[config.mk]
export PLATFORM = sky130hd
export DESIGN_NAME = sdram_refresh_timer
export DESIGN_NICKNAME = d
export VERILOG_FILES = /design/src/verilog/sdram_pkg.sv /design/src/verilog/sdram_refresh_timer.sv
export SDC_FILE = /design/constraint.sdc
export NUM_CORES = 1
export LEC_CHECK = 0
export CORE_AREA = 2 2 39 41
export DETAILED_ROUTE_END_ITERATION = 12
export DIE_AREA = 0 0 41 43
export DONT_BUFFER_PORTS = 1
export SYNTH_ARGS = -nofsm -noshare
export SYNTH_HDL_FRONTEND = slang
export SYNTH_SLANG_ARGS = --single-unit
[constraint.sdc]
create_clock -name clk -period 4 [get_ports clk]
set_input_delay 0.6 -clock clk [delete_from_list [all_inputs] [get_ports clk]]
set_output_delay 0.6 -clock clk [all_outputs]
set_load 0.005 [all_outputs]
[src/verilog/sdram_pkg.sv]
package sdram_pkg;

    // Word and address geometry of the part
    localparam int DATA_W = 16;
    localparam int ADDR_W = 25;
    localparam int BANK_W = 2;
    localparam int PIN_ADDR_W = 13;

    localparam int INIT_WAIT_CYCLES = 5000; // 100 us at 50 MHz
    localparam int INIT_REFRESHES = 2;
    localparam int TRC_CYCLES = 8;
    localparam int TMRD_CYCLES = 2;
    localparam int CAS_LATENCY = 2;
    localparam int REFRESH_INTERVAL = 390; // 7.8 us per row at 50 MHz

    // Cycles from the READ or WRITE edge back to idle, tWR plus tRP with auto-precharge
    localparam int WR_RECOVER_CYCLES = 2;
    localparam int RD_RECOVER_CYCLES = 3;

    localparam int WAIT_W = $clog2(INIT_WAIT_CYCLES);
    localparam int REFRESH_W = $clog2(REFRESH_INTERVAL);
    localparam int REF_CNT_W = $clog2(INIT_REFRESHES) + 1;

    // Burst length 1, sequential, CAS latency 2, programmed burst writes
    localparam logic [PIN_ADDR_W-1:0] MODE_WORD = 13'b000_0_00_010_0_000;
    localparam logic [PIN_ADDR_W-1:0] PRE_ALL_WORD = 13'h0400; // A10 selects all banks

    // Encoded as {ras_n, cas_n, we_n}
    typedef enum logic [2:0] {
        CMD_MRS   = 3'b000,
        CMD_REF   = 3'b001,
        CMD_PRE   = 3'b010,
        CMD_ACT   = 3'b011,
        CMD_WRITE = 3'b100,
        CMD_READ  = 3'b101,
        CMD_NOP   = 3'b111
    } sdram_cmd_t;

    typedef enum logic [1:0] {
        ADDR_PRE_ALL,
        ADDR_MODE,
        ADDR_ROW,
        ADDR_COL
    } addr_sel_t;

    typedef enum logic [3:0] {
        ST_INIT_WAIT,
        ST_INIT_PRE,
        ST_INIT_REF,
        ST_INIT_MRS,
        ST_IDLE,
        ST_REFRESH,
        ST_ACTIVATE,
        ST_WRITE,
        ST_READ,
        ST_RECOVER
    } fsm_state_t;

    typedef struct packed {
        logic              write_en;
        logic [ADDR_W-1:0] addr;
        logic [DATA_W-1:0] data;
    } mem_req_t;

    typedef struct packed {
        sdram_cmd_t            cmd;
        logic [BANK_W-1:0]     ba;
        logic [PIN_ADDR_W-1:0] addr;
    } sdram_bus_t;

endpackage
[src/verilog/sdram_refresh_timer.sv]
`timescale 1ns/100ps

module sdram_refresh_timer import sdram_pkg::*; (
    input  logic clk,
    input  logic rst,
    input  logic refresh_ack,
    output logic refresh_due
);

    logic [REFRESH_W-1:0] count;

    // The interval is measured from each acknowledged refresh
    always_ff @(posedge clk) begin
        if (!rst) begin
            count <= REFRESH_W'(REFRESH_INTERVAL - 1);
            refresh_due <= 1'b0;
        end else if (refresh_ack) begin
            count <= REFRESH_W'(REFRESH_INTERVAL - 1);
            refresh_due <= 1'b0;
        end else if (count == '0) begin
            refresh_due <= 1'b1; // Held until the controller gets to it
        end else begin
            count <= count - 1'b1;
        end
    end

endmodule

# --- After elaboration in Yosys (flattened, before gate mapping) ---
# Index checks and enable logic that the tools add are counted.
totals:
  register_bits: 10
  in_bits: 3
  out_inout_bits: 1
  elab_cells: 6
classes:
  addsub: 1
  bitwise: 1
  reduce_logical: 2
ops:
  columns: ["cell", "n"]
  rows:
  - ["$logic_not A9 Y1", 1]
  - ["$sub A9 B1 Y9 const B", 1]
  - ["$reduce_or A2 Y1", 1]
  - ["$not A1 Y1", 1]

# --- Longest topological paths before layout ---
logic_depth:
  word_depth: 2
  ltp_mapped: 6

# --- Least setup slack after synthesis ---
# Ideal clock, no wire load.
synth_path:
  kind: "register -> register"
  startpoint: "register count[0]"
  endpoint: "register count[6]"
  setup_ns: 0.070
  arrival_time_ns: 1.549
  required_time_ns: 3.930
  setup_slack_ns: 2.381
  path_stages_with_launch: 6
  period_less_slack_ns: 1.619
  path_cell_list: "dfxtp_1 inv_1 ha_1 or3b_4 or4_1 a21oi_1"
synth_via:
  elab_chain_cells: 1
synth_lines:
  columns: ["item", "line_no", "rtl"]
  rows:
  - ["from (decl)", "sdram_refresh_timer.sv:10", "logic [REFRESH_W-1:0] count;"]
  - ["from (signal assigned)", "sdram_refresh_timer.sv:15", "count <= REFRESH_W'(REFRESH_INTERVAL - 1);"]
  - ["from (signal assigned)", "sdram_refresh_timer.sv:18", "count <= REFRESH_W'(REFRESH_INTERVAL - 1);"]
  - ["from (signal assigned)", "sdram_refresh_timer.sv:23", "count <= count - 1'b1;"]
  - ["$sub A9 B1 Y9 or $logic_not A9 Y1 (tied branches)", "sdram_refresh_timer.sv:23, sdram_refresh_timer.sv:20", null]
# Parallel ways exist; a longest one is shown, timed or not.
# A chain may end at the register's enable or synchronous reset.

# --- Worst setup path in the final report ---
# Same ends and word-level chain as after synthesis.

==> flow_summary_export.csv <==
group,metric,value,unit
floorplanning,io_pins,4,
run_status,run_status,"completed",
hold_path,hp-class,"reg2reg",
clocking,numCtsBuffers,3,
clocking,clockBufferDepth,2,
floorplanning,die-area,0.00176,mm2
final_layout,diodes,0,
logic_synthesis,yosysSeqAreaShare,0.421,
global_route,grt-ovfl-total,0,
logic_synthesis,syn_nets,58,
clocking,holdBufCountCts,0,
clocking,h-tree-depth,1,
global_route,grt_pass1_vias,320,
place,dp_worst_setup_slack,2.31,ns
route,first_iter_violations,12,
setup_path,end_kind,"flip-flop",
clocking,worstSkewPairLatency,0.27,ns
route,remaining_drc_errors,0,
global_route,grt_pass1_wl,1.38,mm
power_and_ir_drop,max-vdd-ir-drop,0.177,mV
floorplanning,die_h,43,um
sta,setup-violations-final,0,
setup_path,worst_ep_arrival_time,1.91,ns
global_route,grtUsageTotal,0.124,
global_route,grt_antenna_before_repair,0,
sta,finalCritPeriodShare,0.427,
route,routed_wl,863,um
sta,clock_skew,0.00363,ns
logic_synthesis,yosys.area.top_type_share,0.421,
hold_path,hold_end,"refresh_due$_SDFFE_PP0N_",
setup_path,r2r_end,"count[6]$_SDFFE_PP0P_",
final_layout,fin_cells,72,
sta,clock.fmax,0.585,GHz
place,port_buffers,0,
setup_path,regToRegSetupSlack,2.29,ns
setup_path,crit_path_start,"count[0]$_SDFFE_PP1P_",
power_and_ir_drop,p_leak,0.164,nW
route,avgRoutedWirePerCell,12.0,um
setup_path,reg2reg_from,"count[0]$_SDFFE_PP1P_",
floorplanning,coreArea,0.00138,mm2
final_layout,drive_gt1_frac,0.0893,
floorplanning,rows,14,
sta,fin_crit,1.71,ns
place,place_inst,68,
setup_path,critPathKind,"reg2reg",
logic_synthesis,synth_area_per_cell,8.80,um2
route,routed_via_density,5.61,
logic_synthesis,synth_largest_area_cell,"dfxtp_1",
final_layout,multi_input_area,248,um2
sta,setup_tns,0,ns
global_route,grt_max_degree,11,
final_layout,fin_util,0.378,
clocking,cts_resized,0,
setup_path,reg2regPathDepth,5,
final_layout,nFillCells,137,
clocking,cts_sinks,10,
route,first_pass_iters,4,
setup_path,startpoint_type,"flip-flop",
hold_path,hold_path.startpoint,"refresh_due$_SDFFE_PP0N_",
setup_path,worstPathMaxFanout,6,
sta,slew_headroom,0.663,
job,max-cap-violations,0,
power_and_ir_drop,power_density,387,mW/mm2
logic_synthesis,synth_area,475,um2
sta,fin_ws,2.29,ns
final_layout,area_growth,10.0,%
clocking,clkTransAtPathRegs,0.07,ns
logic_synthesis,ys_top_cells_by_area,"dfxtp_1 42%, or4_1 4.7%, a21oi_1 4.2%, inv_1 3.9%, o2111ai_1 3.7%",
route,ant_nets,0,
floorplanning,die_w,41,um
place,dp_hpwl,589,um
route,via_count,404,
logic_synthesis,ys_types,26,
place,gp_congestion,0.799,
clocking,cts_root_buffer,"clkbuf_4",
floorplanning,start_util,0.344,
sta,worst_slew_pin_slew,0.501,ns
logic_synthesis,ys_seq_elements,10,
setup_path,cp.required,4.21,ns
hold_path,whs_path_depth,1,
final_layout,fin_nets,61,
logic_synthesis,synth_cells,54,
sta,slew_viol_final,0,
sta,rsz0062_at_grt,"false",
sta,finalHoldViolCount,0,
clocking,cts_tree,"built",
final_layout,seq_area,200,um2
logic_synthesis,yosys_warnings,0,
clocking,cts_setup_buffers,0,
-- Yosys cell counts --
cell,number
dfxtp_1,10
inv_1,5
a21oi_1,4
o21ai_0,3
or4_1,3
nand2_1,2
nor2_1,2
nor3_1,2
o2111ai_1,2
o211ai_1,2
o21a_1,2
o21ai_1,2
o31ai_1,2
buf_2,1
clkbuf_1,1
ha_1,1
nand2b_1,1
nand3_1,1
nor2b_1,1
nor4_1,1
o21bai_1,1
o311a_1,1
o311ai_1,1
o41ai_1,1
or3b_4,1
or4b_1,1
-- where the power goes --
| part | internal (W) | leakage [nW] | switching, W |
|---|---|---|---|
| sequential | 0.000101 | 0.0811 | 0.00000208 |
| combinational | 0.00000345 | 0.0623 | 0.00000409 |
| clock | 0.0000553 | 0.0210 | 0.0000364 |
| total | 0.000160 | 0.164 | 0.0000426 |
-- placed cells by master, fill, tap and decap left out, drive strengths merged --
master / count
o31ai: 2
or4: 3
nand2b: 1
nor3: 2
clkbuf: 4
or4b: 1
o21ai: 5
ha: 1
or3b: 1
o311a: 1
nand3: 1
a21oi: 4
nor2: 2
dfxtp: 10
inv: 5
o41ai: 1
o21a: 2
o21bai: 1
nand2: 2
nor4: 1
nor2b: 1
o211ai: 2
o2111ai: 2
o311ai: 1
-- flip-flops by register name (all words and copies together) (netlist names) --
register     count
count            9
refresh_due      1
-- stage by stage --
step	cell area (um2)	power [W]	hold WS [ns]
6_report	523	0.000202	0.495
4_1_cts	523	0.000206	0.501
3_3_place_gp	487	0.000113	0.480
3_5_place_dp	487	0.000113	0.485
2_1_floorplan	475	0.000111	0.464
5_1_grt	523	0.000210	0.520
-- how the worst max path moves through the flow --
stage                            end  depth (start not counted)
5_1_grt        count[6]$_SDFFE_PP0P_                          5
3_5_place_dp   count[6]$_SDFFE_PP0P_                          5
4_1_cts        count[6]$_SDFFE_PP0P_                          5
2_1_floorplan  count[6]$_SDFFE_PP0P_                          5
3_3_place_gp   count[6]$_SDFFE_PP0P_                          5
6_report       count[6]$_SDFFE_PP0P_                          5
-- critical path: stages (launching register included) --
cell and delay [ns]:
dfxtp_1 0.35, inv_1 0.07, ha_1 0.21, or3b_4 0.41
or4_1 0.47, a21oi_1 0.14
-- logic make-up after synthesis --
group	count (synthesis)	share of synthesized area
fa+ha+maj	1	0.0263
compound gates	21	0.300
buf+inv	7	0.0579
simple gates	15	0.195
flops	10	0.421
-- per-layer routing --
layer / vias up / part of all wire / GRT usage
met5: - / 0 / 0
met2: 17 / 0.40 / 0.150
li1: 211 / - / -
met1: 171 / 0.49 / 0.155
met3: 5 / 0.045 / 0.0209
met4: 0 / 0.058 / 0.160
-- cell type report --
class | instances | share of cell area
clock buffers | 4 | 0.0694
multi-input cells | 37 | 0.474
inverters | 5 | 0.0359
flip-flops and latches | 10 | 0.383
well taps | 16 | 0.0383
(Power assumes the default switching activity.)
