$ cat src/verilog/sdram_pkg.sv
package sdram_pkg;

    // Word and address geometry of the part
    localparam int DATA_W = 16;
    localparam int ADDR_W = 25;
    localparam int BANK_W = 2;
    localparam int PIN_ADDR_W = 13;

    localparam int INIT_WAIT_CYCLES = 5000; // 100 us at 50 MHz
    localparam int INIT_REFRESHES = 2;
    localparam int TRC_CYCLES = 8;
    localparam int TMRD_CYCLES = 2;
    localparam int CAS_LATENCY = 2;
    localparam int REFRESH_INTERVAL = 390; // 7.8 us per row at 50 MHz

    // Cycles from the READ or WRITE edge back to idle, tWR plus tRP with auto-precharge
    localparam int WR_RECOVER_CYCLES = 2;
    localparam int RD_RECOVER_CYCLES = 3;

    localparam int WAIT_W = $clog2(INIT_WAIT_CYCLES);
    localparam int REFRESH_W = $clog2(REFRESH_INTERVAL);
    localparam int REF_CNT_W = $clog2(INIT_REFRESHES) + 1;

    // Burst length 1, sequential, CAS latency 2, programmed burst writes
    localparam logic [PIN_ADDR_W-1:0] MODE_WORD = 13'b000_0_00_010_0_000;
    localparam logic [PIN_ADDR_W-1:0] PRE_ALL_WORD = 13'h0400; // A10 selects all banks

    // Encoded as {ras_n, cas_n, we_n}
    typedef enum logic [2:0] {
        CMD_MRS   = 3'b000,
        CMD_REF   = 3'b001,
        CMD_PRE   = 3'b010,
        CMD_ACT   = 3'b011,
        CMD_WRITE = 3'b100,
        CMD_READ  = 3'b101,
        CMD_NOP   = 3'b111
    } sdram_cmd_t;

    typedef enum logic [1:0] {
        ADDR_PRE_ALL,
        ADDR_MODE,
        ADDR_ROW,
        ADDR_COL
    } addr_sel_t;

    typedef enum logic [3:0] {
        ST_INIT_WAIT,
        ST_INIT_PRE,
        ST_INIT_REF,
        ST_INIT_MRS,
        ST_IDLE,
        ST_REFRESH,
        ST_ACTIVATE,
        ST_WRITE,
        ST_READ,
        ST_RECOVER
    } fsm_state_t;

    typedef struct packed {
        logic              write_en;
        logic [ADDR_W-1:0] addr;
        logic [DATA_W-1:0] data;
    } mem_req_t;

    typedef struct packed {
        sdram_cmd_t            cmd;
        logic [BANK_W-1:0]     ba;
        logic [PIN_ADDR_W-1:0] addr;
    } sdram_bus_t;

endpackage
$ cat src/verilog/sdram_addr_mux.sv
`timescale 1ns/100ps

module sdram_addr_mux import sdram_pkg::*; (
    input  logic       clk,
    input  logic       rst,
    input  logic       req_load,
    input  mem_req_t   req,
    input  sdram_cmd_t cmd,
    input  addr_sel_t  addr_sel,
    output sdram_bus_t bus
);

    logic [ADDR_W-1:0] addr_r;

    always_ff @(posedge clk) begin
        if (!rst) begin
            addr_r <= '0;
        end else if (req_load) begin
            addr_r <= req.addr;
        end
    end

    // Bank is addr[24:23], row addr[22:10], column addr[9:0]
    always_comb begin
        bus.cmd = cmd;
        case (addr_sel)
            ADDR_PRE_ALL: begin
                bus.ba = '0;
                bus.addr = PRE_ALL_WORD;
            end
            ADDR_MODE: begin
                bus.ba = '0;
                bus.addr = MODE_WORD;
            end
            ADDR_ROW: begin
                bus.ba = addr_r[24:23];
                bus.addr = addr_r[22:10];
            end
            default: begin
                bus.ba = addr_r[24:23];
                bus.addr = {2'b00, 1'b1, addr_r[9:0]}; // A10 requests auto-precharge
            end
        endcase
    end

endmodule

$ cat config.mk
export PLATFORM = sky130hd
export DESIGN_NAME = sdram_addr_mux
export DESIGN_NICKNAME = d
export VERILOG_FILES = /design/src/verilog/sdram_pkg.sv /design/src/verilog/sdram_addr_mux.sv
export SDC_FILE = /design/constraint.sdc
export NUM_CORES = 1
export LEC_CHECK = 0
export BUFFER_PORTS_ARGS = -buffer_cell sky130_fd_sc_hd__buf_2
export CAP_MARGIN = 10
export CORE_ASPECT_RATIO = 1.5
export CORE_UTILIZATION = 39
export DETAILED_ROUTE_END_ITERATION = 7
export PLACE_DENSITY_LB_ADDON = 0.25
export SETUP_SLACK_MARGIN = 0.05
export SLEW_MARGIN = 20
export SYNTH_ARGS = -nofsm -noshare
export SYNTH_HDL_FRONTEND = slang
export SYNTH_SLANG_ARGS = --single-unit
$ cat constraint.sdc
create_clock -name clk -period 0.8 [get_ports clk]
set_clock_uncertainty 0.1 [all_clocks]
set_input_delay 0.08 -clock clk [delete_from_list [all_inputs] [get_ports clk]]
set_output_delay 0.08 -clock clk [all_outputs]
set_load 0.1 [all_outputs]
; Yosys cells after proc, flatten, opt, wreduce, memory -nomap -nowiden
; Index checks and enable logic that the tools add are counted.
[word_totals]
register_bits = 25
output_inout_bits = 18
elab_cells = 5
[op_classes]
eq_ne = 2
mux = 1
n_reduce_logical = 1
[ops]
columns = operator, n
row1 = $pmux W15 S3, 1
row2 = $eq A2 B1 Y1 const B, 1
row3 = $eq A2 B2 Y1 const B, 1
row4 = $logic_not A2 Y1, 1

; Logic depth before layout (Yosys ltp)
[depth]
ltp_word = 2
mapped_depth = 4
ltp_nobuf = 2

; Worst setup path before layout
; No wires, ideal clock.
[synth_path]
path_kind = input to output
start = in addr_sel[0]
end = out bus[11] (netlist bit)
t_arrival_ps = 2580
t_required_ps = 620
slack_ps = -1960
path_stages = 3
n_path_buf = 2
cell_sequence = buf_4 -> buf_6 -> nor3b_1
[synth_rtl]
columns = element, line
row1 = start: declaration, sdram_addr_mux.sv:9  ; input addr_sel_t addr_sel,
row2 = end: declaration, sdram_addr_mux.sv:10  ; output sdram_bus_t bus

==> results.sh <==
export IMPL_critPathBufInv=1
export IMPL_post_route_period_util_pct=156.8
export IMPL_syn_inst=114
export IMPL_rsz0062_at_grt="yes"
export IMPL_worst_setup_path_end_kind="primary output"
export IMPL_cts_made_buffers=3
export IMPL_num_nets_final=212
export IMPL_syn_area_um2=1195
export IMPL_grt_max_degree=26
export IMPL_synth_top_area_cell="dfxtp_1"
export IMPL_vdd_ir_drop_max_uv=1115
export IMPL_drtIter0Drc=10
export IMPL_status="finished, violations left"
export IMPL_drc=0
export IMPL_grt_pass1_vias=979
export IMPL_antenna_found_initial=0
export IMPL_violations="negative hold slack, negative setup slack"
export IMPL_die_width_um=47.20
export IMPL_maxSlewHeadroom_pct=72.51
export IMPL_final_common_cell="mux2i_1"
export IMPL_clock_root_buffer="clkbuf_8"
export IMPL_grt_pass1_wl_um=4678
export IMPL_dr_pass1_iters=3
export IMPL_clock_latency_ns=0.26
export IMPL_r2r_setup_slack_ns=-0.05
export IMPL_cp_max_fo=2
export IMPL_path_depth=3
export IMPL_cp_startpoint="addr_r[20]"
export IMPL_avgRoutedWirePerCell_um=13.76
export IMPL_endpoint="bus[10]"
export IMPL_cts_clk_slew_worst_paths_ns=0.08
export IMPL_crit_slowest_cell="dfxtp_2"
export IMPL_worstReg2RegEnd="addr_r[17]"
export IMPL_reg_top3="addr_r x25"
export IMPL_gp_congestion=0.7780
export IMPL_maxSlewViolCount=0
export IMPL_antenna_left=0
export IMPL_yosys_cell_types_count=14
export IMPL_setup_slack_ns=-0.4547
export IMPL_routed_wl_um=2752
export IMPL_hold_violations=22
export IMPL_crit_family="flip-flops"
export IMPL_synth_area_top_cells="dfxtp_1 (42%), mux2i_1 (28%), nor2b_1 (13%)"
export IMPL_syn_avg_cell_area_um2=10.48
export IMPL_p_int_w=0.002085
export IMPL_power_frac_comb_pct=30.1
export IMPL_crit_required_ns=0.62
export IMPL_yosys_warnings=0
export IMPL_rr_worst_depth=3
export IMPL_min_period_ns=1.255
export IMPL_ys_ff_latch=25
export IMPL_fill_cells=231
export IMPL_gr_total_overflow=0
export IMPL_finalPower_w=0.003021
export IMPL_grtUsageTotal_pct=19.78
export IMPL_die_area_um2=3294
export IMPL_clock_path_buffers=2
export IMPL_synth_top_cell_area_share_pct=41.88
export IMPL_min_path_type="in2reg"
export IMPL_diodes=0
export IMPL_drive_above_1_share_pct=59.63
export IMPL_rows=24
export IMPL_dr_total_vias=923
export IMPL_clock_sinks=25
export IMPL_p_clk_share_pct=24.2
export IMPL_holdWs_ns=-0.03066
export IMPL_io_buffer_count=44
export IMPL_cts_tree="built"
export IMPL_largest_reg_flops=25
export IMPL_place_area_um2=1813
export IMPL_syn_to_final_growth_pct=61.26
export IMPL_postLayoutCellArea_um2=1927
export IMPL_cp_start_kind="flop"
export IMPL_viasPerCell=4.615
export IMPL_r2r_start="addr_r[17]"
export IMPL_synth_seq_area_share_pct=41.88
export IMPL_cap_violations=0
export IMPL_boundaryPins=68
export IMPL_leakage_nw=0.8363
export IMPL_core_area_um2=2913
export IMPL_max_stage_delay_ns=0.34
export IMPL_crit_chain="nor3b_4 > a21oi_4 > buf_12"
export IMPL_arrival_ns=1.07
export IMPL_hpwlAfterDp_um=2146
export IMPL_netSwitchingFraction_pct=30.98
export IMPL_final_cell_mix="mux2i_1 (30), buf_2 (29), nor2b_1 (25)"
export IMPL_fmax_mhz=797.0
export IMPL_seq_power_share_pct=45.7
export IMPL_die_y_um=69.79
export IMPL_tightestPinTransition_ns=0.4123
export IMPL_critical_path_class="reg2out"
export IMPL_start_util_pct=41.02
export IMPL_p_per_area_nw_per_um2=1568
export IMPL_switching_power_w=0.0009358
export IMPL_top_register="addr_r"
export IMPL_syn_nets=164
export IMPL_setup_viol=19
export IMPL_htreeDepth=1
==> logic make-up after synthesis <==
family	after synthesis	synth area share, %
and+or+nand+nor	39	18.85
AOI/OAI and AO/OA	3	1.362
buffers and inverters	13	9.424
muxes	34	28.48
DFF	25	41.88
==> layer usage <==
layer / track usage [%] / wire [µm] / part of all wire [%] / vias to the layer above
met5: 0 / 0 / 0 / -
met4: 7.619 / 41 / 1.5 / 0
met3: 3.906 / 120 / 4.4 / 4
met2: 33.80 / 1542 / 56 / 33
met1: 22.81 / 1048 / 38 / 419
li1: - / - / - / 467
==> cell type report <==
type                       instances  area [µm²]  share of cell area [%]
clock buffer                       4       45.04                   2.338
timing repair buffer              54       569.3                   29.55
inverter                           2       7.507                  0.3896
tap                               39       48.80                   2.532
sequential                        25       523.0                   27.14
multi-input combinational         76       733.2                   38.05
==> what timing repair did <==
action                                  CTS  global route
endpoints found under the setup margin   17            29
gates resized for setup                  19             7
pin swaps                                 3             1
hold endpoints to repair                 22             9
setup buffers                             2             1
==> per-stage QoR <==
step           util, %  hold slack [ns]  setup TNS (ns)  instances  setup slack, ns
6_report         66.15         -0.03066          -6.208        200          -0.4547
5_1_grt          66.15         -0.02243          -6.977        200          -0.4966
4_1_cts          65.51         -0.02722          -6.332        199          -0.4588
3_5_place_dp     62.24          0.06068          -5.545        195          -0.3355
3_3_place_gp     62.24          0.06068          -4.586        195          -0.2919
2_1_floorplan        -           0.1080          -4.482        114          -0.5489
==> Yosys cell counts (all sizes together) <==
master,instances
nor2,9
and2,2
a21oi,2
mux2i,34
dfxtp,25
buf,9
clkbuf,2
nor3b,3
nor2b,25
a31oi,1
inv,2
==> power by group through the flow <==
stage / combinational (W) / sequential, W / clock (W)
after floorplan: 0.000690 / 0.00137 / 0
after global placement: 0.000869 / 0.00139 / 0
after detailed placement: 0.000885 / 0.00140 / 0
after CTS: 0.000908 / 0.00138 / 0.000738
after global routing: 0.000955 / 0.00139 / 0.000794
final: 0.000908 / 0.00138 / 0.000731
==> worst min-delay path, stage by stage <==
cell and delay, ns:
buf_2 0.07, mux2i_1 0.05, nor2b_1 0.09
==> worst min-delay path by stage <==
| stage | startpoint | to | slack [ns] | depth (start not counted) |
|---|---|---|---|---|
| 2_1_floorplan | rst | addr_r[23] | 0.11 | 1 |
| 3_3_place_gp | cmd[1] | bus[16] | 0.06 | 0 |
| 3_5_place_dp | cmd[1] | bus[16] | 0.06 | 0 |
| 4_1_cts | req[37] | addr_r[21] | -0.03 | 3 |
| 5_1_grt | req[17] | addr_r[1] | -0.02 | 3 |
| 6_report | req[24] | addr_r[8] | -0.03 | 3 |
(Power assumes the default switching activity.)
