[src/verilog/sdram_pkg.sv]
package sdram_pkg;

    // Word and address geometry of the part
    localparam int DATA_W = 16;
    localparam int ADDR_W = 25;
    localparam int BANK_W = 2;
    localparam int PIN_ADDR_W = 13;

    localparam int INIT_WAIT_CYCLES = 5000; // 100 us at 50 MHz
    localparam int INIT_REFRESHES = 2;
    localparam int TRC_CYCLES = 8;
    localparam int TMRD_CYCLES = 2;
    localparam int CAS_LATENCY = 2;
    localparam int REFRESH_INTERVAL = 390; // 7.8 us per row at 50 MHz

    // Cycles from the READ or WRITE edge back to idle, tWR plus tRP with auto-precharge
    localparam int WR_RECOVER_CYCLES = 2;
    localparam int RD_RECOVER_CYCLES = 3;

    localparam int WAIT_W = $clog2(INIT_WAIT_CYCLES);
    localparam int REFRESH_W = $clog2(REFRESH_INTERVAL);
    localparam int REF_CNT_W = $clog2(INIT_REFRESHES) + 1;

    // Burst length 1, sequential, CAS latency 2, programmed burst writes
    localparam logic [PIN_ADDR_W-1:0] MODE_WORD = 13'b000_0_00_010_0_000;
    localparam logic [PIN_ADDR_W-1:0] PRE_ALL_WORD = 13'h0400; // A10 selects all banks

    // Encoded as {ras_n, cas_n, we_n}
    typedef enum logic [2:0] {
        CMD_MRS   = 3'b000,
        CMD_REF   = 3'b001,
        CMD_PRE   = 3'b010,
        CMD_ACT   = 3'b011,
        CMD_WRITE = 3'b100,
        CMD_READ  = 3'b101,
        CMD_NOP   = 3'b111
    } sdram_cmd_t;

    typedef enum logic [1:0] {
        ADDR_PRE_ALL,
        ADDR_MODE,
        ADDR_ROW,
        ADDR_COL
    } addr_sel_t;

    typedef enum logic [3:0] {
        ST_INIT_WAIT,
        ST_INIT_PRE,
        ST_INIT_REF,
        ST_INIT_MRS,
        ST_IDLE,
        ST_REFRESH,
        ST_ACTIVATE,
        ST_WRITE,
        ST_READ,
        ST_RECOVER
    } fsm_state_t;

    typedef struct packed {
        logic              write_en;
        logic [ADDR_W-1:0] addr;
        logic [DATA_W-1:0] data;
    } mem_req_t;

    typedef struct packed {
        sdram_cmd_t            cmd;
        logic [BANK_W-1:0]     ba;
        logic [PIN_ADDR_W-1:0] addr;
    } sdram_bus_t;

endpackage
[src/verilog/sdram_fsm.sv]
`timescale 1ns/100ps

module sdram_fsm import sdram_pkg::*; (
    input  logic       clk,
    input  logic       rst,
    input  logic       start,
    input  logic       write_en,
    input  logic       refresh_due,
    output sdram_cmd_t cmd,
    output addr_sel_t  addr_sel,
    output logic       req_load,
    output logic       wr_drive,
    output logic       rd_issue,
    output logic       refresh_ack,
    output logic       mem_ready
);

    fsm_state_t state;
    logic [WAIT_W-1:0] wait_cnt;
    logic [REF_CNT_W-1:0] refs_left;

    // A pending refresh holds off new requests, so start is never dropped while ready
    assign mem_ready = (state == ST_IDLE) && !refresh_due;
    assign req_load = mem_ready && start;

    always_ff @(posedge clk) begin
        if (!rst) begin
            state <= ST_INIT_WAIT;
            wait_cnt <= WAIT_W'(INIT_WAIT_CYCLES - 1);
            refs_left <= '0;
            cmd <= CMD_NOP;
            addr_sel <= ADDR_PRE_ALL;
            wr_drive <= 1'b0;
            rd_issue <= 1'b0;
            refresh_ack <= 1'b0;
        end else begin
            // Commands and strobes last one cycle unless a state sets them again
            cmd <= CMD_NOP;
            wr_drive <= 1'b0;
            rd_issue <= 1'b0;
            refresh_ack <= 1'b0;
            if (wait_cnt != '0) begin
                wait_cnt <= wait_cnt - 1'b1;
            end

            case (state)
                ST_INIT_WAIT: begin
                    if (wait_cnt == '0) begin
                        cmd <= CMD_PRE;
                        addr_sel <= ADDR_PRE_ALL;
                        state <= ST_INIT_PRE;
                    end
                end
                ST_INIT_PRE: begin
                    cmd <= CMD_REF;
                    refresh_ack <= 1'b1; // Init refreshes also restart the interval
                    refs_left <= REF_CNT_W'(INIT_REFRESHES - 1);
                    wait_cnt <= WAIT_W'(TRC_CYCLES - 1);
                    state <= ST_INIT_REF;
                end
                ST_INIT_REF: begin
                    if (wait_cnt == '0) begin
                        if (refs_left != '0) begin
                            cmd <= CMD_REF;
                            refresh_ack <= 1'b1;
                            refs_left <= refs_left - 1'b1;
                            wait_cnt <= WAIT_W'(TRC_CYCLES - 1);
                        end else begin
                            cmd <= CMD_MRS;
                            addr_sel <= ADDR_MODE;
                            wait_cnt <= WAIT_W'(TMRD_CYCLES - 1);
                            state <= ST_INIT_MRS;
                        end
                    end
                end
                ST_INIT_MRS: begin
                    if (wait_cnt == '0) begin
                        state <= ST_IDLE;
                    end
                end
                ST_IDLE: begin
                    if (refresh_due) begin
                        cmd <= CMD_REF;
                        refresh_ack <= 1'b1;
                        wait_cnt <= WAIT_W'(TRC_CYCLES - 1);
                        state <= ST_REFRESH;
                    end else if (start) begin
                        cmd <= CMD_ACT;
                        addr_sel <= ADDR_ROW;
                        wr_drive <= write_en;
                        rd_issue <= !write_en;
                        state <= ST_ACTIVATE;
                    end
                end
                ST_REFRESH: begin
                    if (wait_cnt == '0) begin
                        state <= ST_IDLE;
                    end
                end
                ST_ACTIVATE: begin
                    addr_sel <= ADDR_COL;
                    // wr_drive is high only in this cycle of a write access
                    if (wr_drive) begin
                        cmd <= CMD_WRITE;
                        state <= ST_WRITE;
                    end else begin
                        cmd <= CMD_READ;
                        state <= ST_READ;
                    end
                end
                ST_WRITE: begin
                    wait_cnt <= WAIT_W'(WR_RECOVER_CYCLES - 1);
                    state <= ST_RECOVER;
                end
                ST_READ: begin
                    wait_cnt <= WAIT_W'(RD_RECOVER_CYCLES - 1); // Covers the CAS delay too
                    state <= ST_RECOVER;
                end
                ST_RECOVER: begin
                    if (wait_cnt == '0) begin
                        state <= ST_IDLE;
                    end
                end
                default: begin
                    state <= ST_INIT_WAIT;
                end
            endcase
        end
    end

endmodule

[config.mk]
export PLATFORM = sky130hd
export DESIGN_NAME = sdram_fsm
export DESIGN_NICKNAME = d
export VERILOG_FILES = /design/src/verilog/sdram_pkg.sv /design/src/verilog/sdram_fsm.sv
export SDC_FILE = /design/constraint.sdc
export NUM_CORES = 1
export LEC_CHECK = 0
export BUFFER_PORTS_ARGS = -buffer_cell sky130_fd_sc_hd__buf_4
export CAP_MARGIN = 20
export CELL_PAD_IN_SITES_DETAIL_PLACEMENT = 2
export CELL_PAD_IN_SITES_GLOBAL_PLACEMENT = 2
export CORE_ASPECT_RATIO = 0.7
export CORE_MARGIN = 2
export CORE_UTILIZATION = 35
export CTS_CLUSTER_DIAMETER = 60
export DETAILED_ROUTE_END_ITERATION = 10
export GPL_ROUTABILITY_DRIVEN = 0
export PLACE_DENSITY = 0.81
export SETUP_SLACK_MARGIN = 0.1
export SLEW_MARGIN = 20
export SYNTH_ARGS = -nofsm -noshare
export SYNTH_HDL_FRONTEND = slang
export SYNTH_SLANG_ARGS = --single-unit
export TNS_END_PERCENT = 100
[constraint.sdc]
create_clock -name clk -period 1.9 [get_ports clk]
set_input_delay 0.095 -clock clk [delete_from_list [all_inputs] [get_ports clk]]
set_output_delay 0.095 -clock clk [all_outputs]
set_load 0.03 [all_outputs]
### Word level (Yosys, flattened, before mapping)

Index checks and enable logic that the tools add are counted.

* $add $sub $neg: 2
* eq/ne operators: 17
* muxes and demuxes: 33
* bitwise gates (word level): 3
* reductions and logical operators: 16

Operators with widths (number)
* $pmux W13 S5: 1
* $mux W13: 3
* $mux W4: 7
* $pmux W4 S7: 1
* $eq A4 B3 Y1 const B: 4
* $mux W3: 5
* $pmux W3 S5: 1
* $mux W2: 7
* $logic_not A13 Y1: 1
* $reduce_bool A13 Y1: 1
* $sub A13 B1 Y13 const B: 1
* $ne A2 B2 Y1 const B: 6
* $eq A4 B2 Y1 const B: 2
* $eq A4 B4 Y1 const B: 2
* $pmux W2 S4: 1
* $reduce_and A6 Y1: 1
* $mux W1: 5
* $reduce_and A5 Y1: 1
* $eq A4 B1 Y1 const B: 1
* $logic_not A4 Y1: 1
* $pmux W2 S2: 1
* $reduce_bool A2 Y1: 2
* $reduce_bool A4 Y1: 1
* $reduce_or A4 Y1: 1
* other kinds (10): 14

* register bits: 27

### Depth between registers and ports, before layout

* depth in word-level cells: 4
* gate-level depth with buffers: 8

### Worst setup path after synthesis

Ideal clock, no wire load.

* kind: register to register
* start point: register state[0]
* end point: register rd_issue
* arrival time: 2.026 ns
* data required time: 1.820 ns
* setup slack: -0.206 ns
* stages on the path, launching flop included: 6
* clock period less this slack: 2.106 ns
* cells stage by stage: dfxtp_1 > buf_6 > or2_1 > nor3_1 > and2_1 > nor3b_1

* cells in the longest elaborated chain, start to end: 3

RTL lines
* from (decl): RTL line sdram_fsm.sv:18 `fsm_state_t state;`
* from (signal assigned): RTL line sdram_fsm.sv:28 `state <= ST_INIT_WAIT;`
* from (signal assigned): RTL line sdram_fsm.sv:51 `state <= ST_INIT_PRE;`
* from (signal assigned): RTL line sdram_fsm.sv:59 `state <= ST_INIT_REF;`
* $eq A4 B3 Y1: RTL line sdram_fsm.sv:46 `case (state)`
* $not A1 Y1 (no source line)
* $reduce_or A4 Y1 (no source line)
* to (signal assigned): RTL line sdram_fsm.sv:91 `rd_issue <= !write_en;`
* to (decl): RTL line sdram_fsm.sv:13 `output logic rd_issue,`

No other way between the ends.
A chain may end at the register's enable or synchronous reset.

### Worst setup path in the final report

* start point: register wait_cnt[1]
* end point: register state[2]

* cells in the longest elaborated chain, start to end: 3
* elaborated cells between the ends (all ways): 5
* classes of those cells: eq/ne: 3; reduce/logical: 2

RTL lines
* from (decl): RTL line sdram_fsm.sv:19 `logic [WAIT_W-1:0] wait_cnt;`
* from (signal assigned): RTL line sdram_fsm.sv:29 `wait_cnt <= WAIT_W'(INIT_WAIT_CYCLES - 1);`
* from (signal assigned): RTL line sdram_fsm.sv:43 `wait_cnt <= wait_cnt - 1'b1;`
* from (signal assigned): RTL line sdram_fsm.sv:58 `wait_cnt <= WAIT_W'(TRC_CYCLES - 1);`
* $logic_not A13 Y1 *
* $ne A2 B1 Y1 (no source line) or $ne A2 B2 Y1 (tied branches)
* $reduce_and A5 Y1 (no source line) *
* to (signal assigned): RTL line sdram_fsm.sv:78 `state <= ST_IDLE;`
* to (signal assigned): RTL line sdram_fsm.sv:97 `state <= ST_IDLE;`
* to (signal assigned): RTL line sdram_fsm.sv:121 `state <= ST_IDLE;`

Every way passes the cells marked *; elsewhere a longest branch is shown, timed or not.

==> results.md <==
- Synth top area share: 33.21%
- Largest net degree at the start of global routing: 16
- Hold Path Depth: 2
- Synth warnings: 0
- Die ar.: 5221 um2
- Post-synth EDFFs: 0
- Initial antenna violation count: 0
- Vias in the first global route: 1,844
- Async SR Flop Fraction: 0%
- DP Cell Count: 268
- Critical Path RT: 2070 ps
- Switching part of the total: 48.04%
- Iteration count of the initial detailed-routing pass: 4
- Worst R2R Setup Slack: -50 ps
- Seq/Total Area, Yosys: 33.21%
- Starting Density: 36.96%
- DRC: 0
- Die Y: 61.06 um
- Die width: 85.51 um
- Dominant cell type by area after synthesis: dfxtp_1
- Slew headroom: 63.92%
- Area delta synth->final: 29.98%
- Violated checks: setup timing
- Rows: 20
- Drt total wl: 7.776 mm
- Avg Synthesized Cell Area: 8.139 um2
- Via count: 1,810
- RSZ-0062 raised after global routing: yes
- Worst Max-Slew Pin Slew: 536.3 ps
- Post-synth cell types: 55
- Fin worst setup slack: -51.57 ps
- Filler cell count: 481
- Setup TNS: -51.57 ps
- Syn Inst Count: 200
- Worst reg2reg path depth: 8
- Avg Vias per Cell: 6.285
- 1st-iter DRT viols: 87
- Post-route ant nets: 0
- Placeable Area: 4404 um2
- Worst-skew pair later-pin latency: 300 ps
- Power per cell area: 1338 nW/um2
- Cell Area, Synth: 1628 um2
- Status: complete, but fails checks
- GRT Resource Usage Total: 27.46%
- Sequential share of power: 31.0%
- Minimum clock period: 1952 ps
- CTS tree: built
- Most frequent cell after synthesis: dfxtp_1
- Max_cap viols: 0
- Logic pwr share: 56.3%
- Ports: 15
- CP Class: reg2reg
- CTS root buf: clkbuf_8
- # diodes: 0
- Final Hold Violating Endpoints: 0
- Syn nets: 208
- Maximum VDD drop: 0.6972 mV
- Port bufs: 14
- Non-Filler Instances: 288
- Hold Crit Class: in2reg
- CP arrival: 2130 ps
- Share of cells above drive strength 1: 33.91%
- Startpoint Class: register
- First-pass GRT wire length: 10.54 mm
- Max Transition Viols Final: 0
- Net count, final: 242
- Area of the multi-input gates: 1085 um2
- Main area contributors after synthesis: dfxtp_1 (33%), nor2_1 (5.1%), o21ai_0 (4.6%)
- FF+latch area: 549.3 um2
- Post-DP HPWL: 4.111 mm
- Leak: 0.8777 nW
- Tcrit/Tclk final: 102.7%
- CTS Sinks: 27
- Clock buffer depth: 2
- Most frequent cells after synthesis: dfxtp_1 (27), nor2_1 (22), nand2_1 (16)
- Worst Setup End Kind: register
- H-tree depth: 1
- Drt wl/cell: 27.00 um
- Int Pwr: 0.001471 W
- FF+latch count, synth: 27
- Synth Flop Type: dfxtp_1
- GRT overflow: 0
- Setup violators final: 1
- Psw: 0.001360 W
- CP max FO: 5
- Clock transition at path regs: 110 ps
- Clock Power Share: 12.7%
- CTS buffer count: 3
- Final Skew: 10.75 ps
- Max Freq: 512.4 MHz
path summary, 6_finish.rpt:
check	start	endpoint
setup / recovery	wait_cnt[1]$_SDFF_PN1_	state[2]$_SDFFE_PN0P_
hold reg to reg	addr_sel[0]$_SDFFE_PN0P_	addr_sel[0]$_SDFFE_PN0P_
hold / removal	rst	wait_cnt[12]$_SDFF_PN1_
setup reg to reg	wait_cnt[1]$_SDFF_PN1_	state[2]$_SDFFE_PN0P_
metrics by stage:
| stage | setup slack [ps] | util [%] | power [W] | instance area [um2] | hold WS (ps) |
|---|---|---|---|---|---|
| after floorplan | 204.8 | - | 0.001674 | 1639 | 170.8 |
| after global placement | 153.3 | 41.79 | 0.001995 | 1841 | 261.5 |
| after detailed placement | 9.676 | 41.79 | 0.002083 | 1841 | 268.6 |
| after CTS | 91.32 | 45.48 | 0.002530 | 2003 | 79.47 |
| after global routing | -158.2 | 48.04 | 0.002938 | 2116 | 74.72 |
| final | -51.57 | 48.04 | 0.002830 | 2116 | 78.91 |
critical path, stage by stage (launching register included):
cell	delay, ps
dfxtp_2	350
inv_2	90
ha_4	140
nor4b_4	290
nand4_4	190
buf_6	180
a21oi_4	180
a21oi_1	130
a311oi_1	290
registers in the layout (all words and copies together), names as in the netlist:
signal       cells
wait_cnt        13
state            4
cmd              3
addr_sel         2
refs_left        2
rd_issue         1
refresh_ack      1
wr_drive         1
what timing repair did:
| action | 4_1_cts | 5_1_grt |
|---|---|---|
| endpoints found under the setup margin | 17 | 21 |
| resized for setup | 12 | 18 |
| hold buffers | 1 | 0 |
| hold endpoints to repair | 1 | 0 |
| buffers inserted | 8 | 7 |
| cloned | 0 | 0 |
| pin swaps | 5 | 7 |
power groups by stage:
| stage | registers, W | clock network, W | logic (W) |
|---|---|---|---|
| floorplan | 0.000836 | 0 | 0.000838 |
| global placement | 0.000831 | 0 | 0.00116 |
| detailed placement | 0.000841 | 0 | 0.00124 |
| CTS | 0.000838 | 0.000356 | 0.00134 |
| global route | 0.000885 | 0.000385 | 0.00167 |
| finish | 0.000877 | 0.000359 | 0.00159 |
cell usage in the layout, fill, tap and decap left out, types with 5 or more instances in the layout:
| master | netlist | layout |
|---|---|---|
| buf_4 | 1 | 37 |
| nor3_2 | 1 | 5 |
| nand3_1 | 6 | 6 |
| dfxtp_1 | 27 | 22 |
| o21ai_0 | 15 | 13 |
| a21oi_1 | 8 | 7 |
| buf_6 | 1 | 5 |
| nor3_1 | 10 | 5 |
| nand2_1 | 16 | 16 |
| xor2_1 | 6 | 6 |
| nor2_1 | 22 | 21 |
layout make-up:
cell class / instances / area share (%)
multi-input combinational: 153 / 51.27
sequential: 27 / 25.96
timing repair buffer: 43 / 16.26
tap: 55 / 3.253
clock buffer: 3 / 1.952
inverter: 6 / 1.064
clock inverter: 1 / 0.2365
logic make-up (layout without fill, tap and decap cells):
kind of cell,Yosys count,in the layout,synth area share [%]
AND/OR/NAND/NOR,90,90,31.36
AO/OA/AOI/OAI,45,45,18.52
XOR/XNOR,9,9,4.843
multiplexers,5,5,3.459
adder cells (fa/ha/maj),4,4,2.921
buffers and inverters,20,53,5.688
flip-flops,27,27,33.21
layer usage:
metal / global-route usage, % / routed length [um] / vias up
met2: 47.66 / 3641 / 78
li1: - / - / 785
met5: 0 / 0 / -
met4: 10.88 / 297 / 0
met1: 34.42 / 3330 / 919
met3: 5.630 / 506 / 28
No activity file was read; power rests on OpenSTA's default activity.
